--- src/design/mac_pkg.sv ---
`default_nettype none

package mac_pkg;

  // Lane geometry
  localparam int NUM_BLOCKS    = 4;              // One block per byte of B
  localparam int BYTE_W        = 8;
  localparam int WORD_W        = NUM_BLOCKS * BYTE_W;
  localparam int ACC_W         = 64;             // Holds one full 32x32 product
  localparam int SINGLE_LANE_W = 2 * BYTE_W;     // 8x8 product per lane
  localparam int DUAL_LANE_W   = 4 * BYTE_W;     // 16x16 product per lane

  // Operand precision, mode 3 is reserved
  typedef enum logic [1:0] {
    MODE_SINGLE = 2'd0,  // Four 8-bit lanes
    MODE_DUAL   = 2'd1,  // Two 16-bit lanes
    MODE_QUAD   = 2'd2   // One 32-bit lane
  } mac_mode_t;

  typedef logic [BYTE_W-1:0] byte_t;
  typedef logic [WORD_W-1:0] word_t;
  typedef logic [ACC_W-1:0]  acc_t;  // Partial product or accumulator

endpackage

`default_nettype wire

--- src/design/mac_operand_if.sv ---
`timescale 1ns/10ps
`default_nettype none

// Registered operands from the feeder to the partial-product blocks and the accumulator
interface mac_operand_if (
  input logic clk
);
  import mac_pkg::*;

  word_t     a_q;
  word_t     b_q;
  mac_mode_t mode_q;
  logic      valid_q;  // One pulse per accepted sample
  logic      clr_q;    // Only meaningful together with valid_q

  modport src (output a_q, b_q, mode_q, valid_q, clr_q);

  // The blocks are combinational, clk is only there for their checks
  modport mul (input clk, a_q, b_q, mode_q, valid_q);

  modport acc (input mode_q, valid_q, clr_q);

endinterface

`default_nettype wire

--- src/design/operand_stage.sv ---
`timescale 1ns/10ps
`default_nettype none

module operand_stage (
  input  logic               clk,
  input  logic               rst,
  input  logic               en,
  input  logic               clr,
  input  mac_pkg::mac_mode_t mode,
  input  mac_pkg::word_t     a,
  input  mac_pkg::word_t     b,
  mac_operand_if.src         opnd
);
  import mac_pkg::*;

  // Strobes follow en every cycle so they never stretch
  always_ff @(posedge clk) begin
    if (rst) begin
      opnd.valid_q <= 1'b0;
      opnd.clr_q   <= 1'b0;
      opnd.mode_q  <= MODE_SINGLE;
    end else begin
      opnd.valid_q <= en;
      opnd.clr_q   <= en & clr;
      if (en) begin
        opnd.mode_q <= mode;  // Held until the next sample
      end
    end
  end

  // Operand words only move on a sample
  always_ff @(posedge clk) begin
    if (en) begin
      opnd.a_q <= a;
      opnd.b_q <= b;
    end
  end

  // Reserved mode must never be sampled
  a_mode_legal: assert property (
    @(posedge clk) disable iff (rst)
    en |-> (mode inside {MODE_SINGLE, MODE_DUAL, MODE_QUAD})
  ) else $error("operand_stage: reserved mode %0d sampled", mode);

endmodule

`default_nettype wire

--- src/design/mac_mul_block.sv ---
`timescale 1ns/10ps
`default_nettype none

// Multiplies byte BLOCK_IDX of B by the A slice of its lane and aligns the result
module mac_mul_block #(
  parameter int BLOCK_IDX = 0  // Byte of B, 0 to 3
) (
  mac_operand_if.mul    opnd,
  output mac_pkg::acc_t partial
);
  import mac_pkg::*;

  localparam int DUAL_LANE = BLOCK_IDX / 2;  // Halfword lane this byte belongs to

  byte_t                      b_byte;
  byte_t                      a_byte;
  logic [SINGLE_LANE_W-1:0]   a_half;
  logic [2*BYTE_W-1:0]        prod_single;  // 8x8
  logic [3*BYTE_W-1:0]        prod_dual;    // 16x8
  logic [WORD_W+BYTE_W-1:0]   prod_quad;    // 32x8
  acc_t                       lane_mask;

  assign b_byte = opnd.b_q[BYTE_W*BLOCK_IDX +: BYTE_W];
  assign a_byte = opnd.a_q[BYTE_W*BLOCK_IDX +: BYTE_W];
  assign a_half = opnd.a_q[SINGLE_LANE_W*DUAL_LANE +: SINGLE_LANE_W];

  assign prod_single = a_byte * b_byte;
  assign prod_dual   = a_half * b_byte;
  assign prod_quad   = opnd.a_q * b_byte;

  always_comb begin
    case (opnd.mode_q)
      MODE_SINGLE: begin
        partial   = acc_t'(prod_single) << (SINGLE_LANE_W * BLOCK_IDX);
        lane_mask = acc_t'({SINGLE_LANE_W{1'b1}}) << (SINGLE_LANE_W * BLOCK_IDX);
      end
      MODE_DUAL: begin
        // Byte weight within the halfword, then the lane offset on top
        partial   = acc_t'(prod_dual) << (BYTE_W * BLOCK_IDX + SINGLE_LANE_W * DUAL_LANE);
        lane_mask = acc_t'({DUAL_LANE_W{1'b1}}) << (DUAL_LANE_W * DUAL_LANE);
      end
      MODE_QUAD: begin
        partial   = acc_t'(prod_quad) << (BYTE_W * BLOCK_IDX);
        lane_mask = '1;
      end
      default: begin
        partial   = '0;  // Reserved mode contributes nothing
        lane_mask = '0;
      end
    endcase
  end

  // A partial that leaks past its lane would corrupt the neighbor lane
  a_partial_in_lane: assert property (
    @(posedge opnd.clk)
    opnd.valid_q |-> ((partial & ~lane_mask) == '0)
  ) else $error("mac_mul_block %0d: partial %h outside lane", BLOCK_IDX, partial);

endmodule

`default_nettype wire

--- src/design/lane_accumulator.sv ---
`timescale 1ns/10ps
`default_nettype none

module lane_accumulator (
  input  logic          clk,
  input  logic          rst,
  mac_operand_if.acc    opnd,
  input  mac_pkg::acc_t partials [mac_pkg::NUM_BLOCKS],
  output mac_pkg::acc_t acc,
  output logic          acc_valid
);
  import mac_pkg::*;

  localparam int NUM_SEG = ACC_W / SINGLE_LANE_W;  // Narrowest lane is one segment

  acc_t               prod_sum;
  acc_t               acc_base;
  acc_t               acc_next;
  logic [NUM_SEG-1:0] seg_kill;  // Carry into segment s is blocked

  // Each lane's partials add up to its exact product, so no carry leaves a lane
  always_comb begin
    prod_sum = '0;
    for (int i = 0; i < NUM_BLOCKS; i++) begin
      prod_sum = prod_sum + partials[i];
    end
  end

  assign acc_base = opnd.clr_q ? '0 : acc;  // Clear turns the add into a load

  // Lane boundaries as seen at each segment edge
  always_comb begin
    for (int s = 0; s < NUM_SEG; s++) begin
      case (opnd.mode_q)
        MODE_DUAL: seg_kill[s] = ((s * SINGLE_LANE_W) % DUAL_LANE_W) == 0;
        MODE_QUAD: seg_kill[s] = (s == 0);
        default:   seg_kill[s] = 1'b1;
      endcase
    end
  end

  // Segmented adder with the carry dropped at each lane edge
  always_comb begin
    logic [SINGLE_LANE_W:0] seg_sum;
    logic                   carry;
    carry = 1'b0;
    for (int s = 0; s < NUM_SEG; s++) begin
      seg_sum = {1'b0, acc_base[s*SINGLE_LANE_W +: SINGLE_LANE_W]}
              + {1'b0, prod_sum[s*SINGLE_LANE_W +: SINGLE_LANE_W]}
              + (carry & ~seg_kill[s]);
      acc_next[s*SINGLE_LANE_W +: SINGLE_LANE_W] = seg_sum[SINGLE_LANE_W-1:0];
      carry = seg_sum[SINGLE_LANE_W];
    end
  end

  always_ff @(posedge clk) begin
    if (rst) begin
      acc       <= '0;
      acc_valid <= 1'b0;
    end else begin
      acc_valid <= opnd.valid_q;
      if (opnd.valid_q) begin
        acc <= acc_next;
      end
    end
  end

  // Output strobe is the sample strobe delayed once
  a_valid_follows: assert property (
    @(posedge clk) disable iff (rst)
    acc_valid |-> $past(opnd.valid_q)
  ) else $error("lane_accumulator: acc_valid without a sample");

endmodule

`default_nettype wire

--- src/design/mac_unit.sv ---
`timescale 1ns/10ps
`default_nettype none

// Precision-scalable MAC, two cycles from the en edge to the acc update
module mac_unit (
  input  logic               clk,
  input  logic               rst,
  input  logic               en,
  input  logic               clr,
  input  mac_pkg::mac_mode_t mode,
  input  mac_pkg::word_t     a,
  input  mac_pkg::word_t     b,
  output mac_pkg::acc_t      acc,
  output logic               acc_valid
);
  import mac_pkg::*;

  acc_t partials [NUM_BLOCKS];  // One per byte of B

  mac_operand_if u_opnd_if (
    .clk (clk)
  );

  operand_stage u_operand_stage (
    .clk  (clk),
    .rst  (rst),
    .en   (en),
    .clr  (clr),
    .mode (mode),
    .a    (a),
    .b    (b),
    .opnd (u_opnd_if)
  );

  for (genvar i = 0; i < NUM_BLOCKS; i++) begin : g_mul
    mac_mul_block #(
      .BLOCK_IDX (i)
    ) u_mul_block (
      .opnd    (u_opnd_if),
      .partial (partials[i])
    );
  end

  lane_accumulator u_lane_accumulator (
    .clk       (clk),
    .rst       (rst),
    .opnd      (u_opnd_if),
    .partials  (partials),
    .acc       (acc),
    .acc_valid (acc_valid)
  );

endmodule

`default_nettype wire

--- config.mk ---
export PLATFORM = sky130hd
export DESIGN_NAME = mac_unit
export DESIGN_NICKNAME = d
export VERILOG_FILES = /design/src/design/mac_pkg.sv /design/src/design/mac_operand_if.sv /design/src/design/operand_stage.sv /design/src/design/mac_mul_block.sv /design/src/design/lane_accumulator.sv /design/src/design/mac_unit.sv
export SDC_FILE = /design/constraint.sdc
export NUM_CORES = 2
export LEC_CHECK = 0
export BUFFER_PORTS_ARGS = -buffer_cell sky130_fd_sc_hd__buf_2
export CAP_MARGIN = 20
export CORE_MARGIN = 5
export CORE_UTILIZATION = 41
export CTS_BUF_LIST = sky130_fd_sc_hd__clkbuf_2
export DETAILED_ROUTE_END_ITERATION = 8
export GPL_ROUTABILITY_DRIVEN = 0
export MAX_ROUTING_LAYER = met4
export SYNTH_ARGS = -nofsm -noshare
export SYNTH_HDL_FRONTEND = slang
export SYNTH_SLANG_ARGS = --single-unit
--- constraint.sdc ---
create_clock -name clk -period 12 [get_ports clk]
set_input_delay 0.6 -clock clk [delete_from_list [all_inputs] [get_ports clk]]
set_output_delay 0.6 -clock clk [all_outputs]
set_load 0.02 [all_outputs]
# --- Word level (Yosys, flattened, before mapping) ---
# Cells that the tools add are included.
# Widths: inputs -> output; s select.
op_classes:
  eq_ne: 2
  mul: 12
  muxes: 7
  bitwise: 6
  add_sub_neg: 10
  reduce_logical: 2
op_table:
  columns: ["operator", "count"]
  rows:
  - ["$pmux 64 s3", 1]
  - ["$pmux 56 s3", 1]
  - ["$mul 32x8->40", 4]
  - ["$pmux 48 s3", 1]
  - ["$pmux 40 s3", 1]
  - ["$mul 16x8->24", 4]
  - ["$add 64x56->64", 1]
  - ["$add 64x64->64", 1]
  - ["$mul 8x8->16", 4]
  - ["$mux 64", 1]
  - ["$add 16x16->17", 3]
  - ["$add 40x48->49", 1]
  - ["$add 17x17->17", 2]
  - ["$and 1x17->17", 2]
  - ["$not 1->17", 2]
  - ["$add 16x16->16", 2]
  - ["$and 1x16->16", 1]
  - ["$eq 2x1->1 const B", 1]
  - ["$eq 2x2->1 const B", 1]
  - ["$logic_not 2->1", 1]
  - ["$mux 1", 2]
  - ["$reduce_or 2->1", 1]
  - ["$and 1x1->1", 1]
word_totals:
  register_bits: 133

# --- Logic depth before layout (Yosys ltp) ---
depth:
  ltp_word: 12
  ltp_mapped: 74
  ltp_nobuf: 73

# --- Hierarchy ---
# From an unflattened synthesis, not the netlist that was laid out.
hier_totals:
  cells_unflattened: 6467
  area_unflattened_um2: 55593.3
modules_own_cells:
  columns: ["module", "area_per_inst_um2", "instances", "cells_per_inst"]
  rows:
  - ["lane_accumulator", 11591.1, 1, 1348]
  - ["mac_mul_block (g_mul[3].u_mul_block)", 10890.4, 1, 1341]
  - ["mac_mul_block (g_mul[2].u_mul_block)", 10586.4, 1, 1264]
  - ["mac_mul_block (g_mul[0].u_mul_block)", 10251.1, 1, 1228]
  - ["mac_mul_block (g_mul[1].u_mul_block)", 10224.8, 1, 1212]
  - ["operand_stage", 2049.5, 1, 74]

# --- Worst setup path after synthesis ---
# No wires, ideal clock.
synth_timing:
  kind: "reg-to-reg"
  from: "register u_operand_stage.opnd.a_q[5]"
  to: "register u_lane_accumulator.acc[62]"
  path_slack_ps: -1254
  setup_ps: 137
  stages_incl_launch_ff: 68
  required_time_ps: 11863
  arrival_ps: 13117
  path_cell_list: "edfxtp_1 > clkbuf_1 > and2_1 > fa_1 > inv_1 > fa_1 > inv_1 > fa_1 > inv_1 > fa_1 > inv_1 > ha_1 > inv_1 > o21bai_1 > a21o_1 > a21o_1 > a21oi_1 > xnor2_1 > (+32 left out) > a21o_1 > a21oi_1 > a31oi_1 > o21ai_0 > o211a_1 > fa_1 > inv_1 > fa_1 > nor2b_1 > o21ai_0 > a21boi_0 > o21ai_0 > a21boi_0 > o21ai_0 > a21oi_1 > o41ai_1 > o21ai_0 > o221ai_1"
synth_via:
  elab_chain_cells: 12
  word_cells_on_any_way: 24
  classes_between: "add/sub (10); mul (7); mux (4); bitwise (3)"
synth_lines:
  columns: ["item", "line", "rtl"]
  rows:
  - ["start, declared", "mac_operand_if.sv:16", "modport src (output a_q, b_q, mode_q, valid_q, clr_q);"]
  - ["start signal, assigned", "operand_stage.sv:34", "opnd.a_q <= a;"]
  - ["$mul 32x8->40 (tied with other cells)", "mac_mul_block.sv:29", "assign prod_quad = opnd.a_q * b_byte;"]
  - ["$pmux 40 s3 or $pmux 48 s3 (tied branches)", "mac_mul_block.sv:32", "case (opnd.mode_q)"]
  - ["$add 40x48->49", "lane_accumulator.sv:25", "prod_sum = prod_sum + partials[i];"]
  - ["$add 64x56->64", "lane_accumulator.sv:25", null]
  - ["$add 64x64->64 *", "lane_accumulator.sv:25", null]
  - ["$add 16x16->17", "lane_accumulator.sv:49", "+ {1'b0, prod_sum[s*SINGLE_LANE_W +: SINGLE_LANE_W]}"]
  - ["$and 1x17->17", "lane_accumulator.sv:50", "+ (carry & ~seg_kill[s]);"]
  - ["$add 17x17->17", "lane_accumulator.sv:50", null]
  - ["$and 1x17->17", "lane_accumulator.sv:50", null]
  - ["$add 17x17->17", "lane_accumulator.sv:50", null]
  - ["$and 1x16->16", "lane_accumulator.sv:50", null]
  - ["$add 16x16->16 *", "lane_accumulator.sv:50", null]
  - ["end signal, assigned", "lane_accumulator.sv:63", "acc <= acc_next;"]
  - ["end, declared", "lane_accumulator.sv:9", "output mac_pkg::acc_t acc,"]
# Mark *: on every way between the ends. The rest lies on a longest branch, timed or not.
# A chain may end at the register's enable or synchronous reset.

# --- Worst setup path after layout ---
layout_timing:
  from: "register u_operand_stage.opnd.a_q[3]"
  to: "register u_lane_accumulator.acc[60]"
# The elaborated chain is that of the path after synthesis.

==> metrics.cfg <==
[cells_and_area]
multi_input_area_sq_mm=0.0448
stdcell_count=8668
seq_area_sq_mm=0.00331
final_area_sq_mm=0.0632
syn_to_final_growth_pct=23.4
drive_gt1_frac=0.192
layout.nets=8465
n_fill_cell=11809

[synth]
synth_top_area_frac=0.327
synth-edff-count=64
synth_fa_ha_area_frac=0.463
synth_compound_area_frac=0.130
synth_ff_type=dfxtp_1
synth_area_sq_mm=0.0512
synth-xor-area-share=0.0491
yosys-top-cells-count=992 x inv_1, 838 x fa_1, 730 x nand2_1
muxShareOfSynthArea=0.00865
yosysWarnings=0
synth_cell_type_count=85
synth_cells=6132
yosysMostFrequentCell=inv_1
syn-num-nets=7590
async_flop_share=0
synth.yosys.seq_area_share=0.0645
synth_top_family_by_area=adder cells
synthTopCellsByArea=fa_1 33%, ha_1 13%, inv_1 7.3%
yosys.area.top_type=fa_1
ys_ff_latch=133
synth_area_per_cell_sq_um=8.35
synth-simple-area-share=0.191

[floorplan]
floorplan.die.height_microns=363
coreArea_sq_mm=0.124
io_pins=135
dieWidth_microns=363
die-area_sq_mm=0.132
initial_utilization=0.413
rows=129

[global_routing]
antenna_found_initial=6
grt_pass1_wl_mm=264
grt_max_degree=82
track_usage=0.261
gr-total-overflow=0
first_global_vias=49220

[drt]
drt_pre_antenna_iters=7
wl_mm=165
drtAntennaViolNets=0
wl_per_cell_microns=19.0
drt_drc_violations_left=0
via_count=46056
viasPerCell=5.31
drtIter0Drc=2615

[clock_network]
cts-htree-levels=4
clk_path_buf_depth=2
clk_pin_slew_worst_paths_ns=0.36
cts_buffers=17
cts_tree=done
clock_sinks=133
insertion_delay_ns=1.38
cts-root-buf=clkbuf_2

[sta]
hold_viol_final=0
setup_tns_ns=-13.95
layout_min_cycle_time_ns=13.30
post-route-period-util=1.11
max_slew_margin=0.196
clock_skew_ns=0.0990
drv_slew=0
tightestPinTransition_ns=1.21
rsz0062_at_grt=true
layout_setup_ws_ns=-1.30
setup_viol=15
fmax_mhz=75.2
whs_ns=0.272

[worst_setup_path]
slowest_delay_ns=0.57
cp_max_fo=5
path_class=reg -> reg
cp_slowest_cell=edfxtp_1
endpoint_kind=flop
path_common_cell=o21ai_2
cp.required_ns=13.25
cp-start-kind=flop
crit_arrival_ns=14.55

[place]
hpwl_mm=133
portBuffers=134
placed_cell_area_sq_mm=0.0591
dp_cells=8386

[status]
violations=setup timing
status=finished with violations

[flow_run]
drv_cap=0

[min_path]
hp-class=in -> reg

[kinds of logic after synthesis]
group	count (synthesis)
buffers and inverters	1281
adders and majority gates	1392
and+or+nand+nor	1974
DFF	133
xor gates and xnor gates	287
muxes	44
AOI/OAI and AO/OA	1021
[worst paths after layout]
check                                   start                           end  slack (ns)  depth (start not counted)
setup / recovery  u_operand_stage.opnd.a_q[3]    u_lane_accumulator.acc[60]       -1.30                         67
hold / removal                             en  u_operand_stage.opnd.b_q[26]        0.27                          2
setup reg to reg  u_operand_stage.opnd.a_q[3]    u_lane_accumulator.acc[60]       -1.30                         67
hold reg to reg    u_lane_accumulator.acc[31]    u_lane_accumulator.acc[31]        0.50                          2
[timing repair]
| action | in CTS | in global routing |
|---|---|---|
| hold buffers | 141 | 0 |
| endpoints found under the setup margin | 18 | 23 |
| gates cloned | 2 | 2 |
| resized for setup | 157 | 172 |
| pin swaps | 151 | 155 |
| buffers inserted | 79 | 43 |
| endpoints found under the hold margin | 151 | 0 |
[metal layers]
layer,global-route usage,wire length [microns],vias to the layer above
met5,-,0,-
met4,0.113,8230,0
met3,0.0335,8240,375
met2,0.460,83100,1218
met1,0.298,65500,23034
li1,-,-,21429
[metrics by stage]
stage / utilization / setup slack [ns]
6_report: 0.510 / -1.30
5_1_grt: 0.510 / -2.02
4_1_cts: 0.502 / -1.27
3_5_place_dp: 0.477 / -1.74
3_3_place_gp: 0.477 / -1.66
2_1_floorplan: - / -0.432
[layout make-up]
class,count,share of cell area
clock buffer,17,0.00135
antenna,11,0.000436
multi-input combinational,4718,0.709
timing repair buffer,1141,0.142
clock inverter,15,0.00263
sequential,133,0.0523
tap,1637,0.0324
inverter,996,0.0592
[state kept, by name, summed over array words and instances, names as in the netlist]
signal	cells
u_lane_accumulator.acc	64
u_lane_accumulator.acc_valid	1
u_operand_stage.opnd.a_q	32
u_operand_stage.opnd.b_q	32
u_operand_stage.opnd.clr_q	1
u_operand_stage.opnd.mode_q	2
u_operand_stage.opnd.valid_q	1
[placed cells by master, fill, tap and decap left out, types with 28 or more instances in the layout]
| cell type | count |
|---|---|
| xnor2_1 | 156 |
| nor3_1 | 64 |
| buf_4 | 815 |
| nor2_1 | 260 |
| nand2b_1 | 38 |
| nand3_1 | 60 |
| and3_1 | 34 |
| a21oi_2 | 42 |
| xor2_1 | 109 |
| nand2_1 | 727 |
| a21o_1 | 137 |
| a211oi_1 | 31 |
| inv_1 | 978 |
| o21a_1 | 42 |
| o211ai_1 | 28 |
| dfxtp_1 | 67 |
| edfxtp_1 | 64 |
| ha_1 | 515 |
| mux2i_1 | 42 |
| and2_1 | 547 |
| o21ai_0 | 136 |
| o21bai_1 | 45 |
| fa_1 | 821 |
| nor2b_1 | 96 |
| dlygate4sd3_1 | 141 |
| a21oi_1 | 241 |
| buf_2 | 134 |
[critical path: cells and delay by family, from the launching register on]
family / cells / cell delay [ns]
multiplexers: 1 / 0.14
adder cells (fa/ha/maj): 13 / 4.98
buffers and inverters: 7 / 0.69
flip-flops: 1 / 0.57
XOR/XNOR: 3 / 0.45
AND/OR/NAND/NOR: 7 / 0.77
AO/OA/AOI/OAI: 36 / 5.60
Power is left out: the tool's default activity adds up to more than one toggle a clock period on the data nets, which glitch-free logic cannot reach.
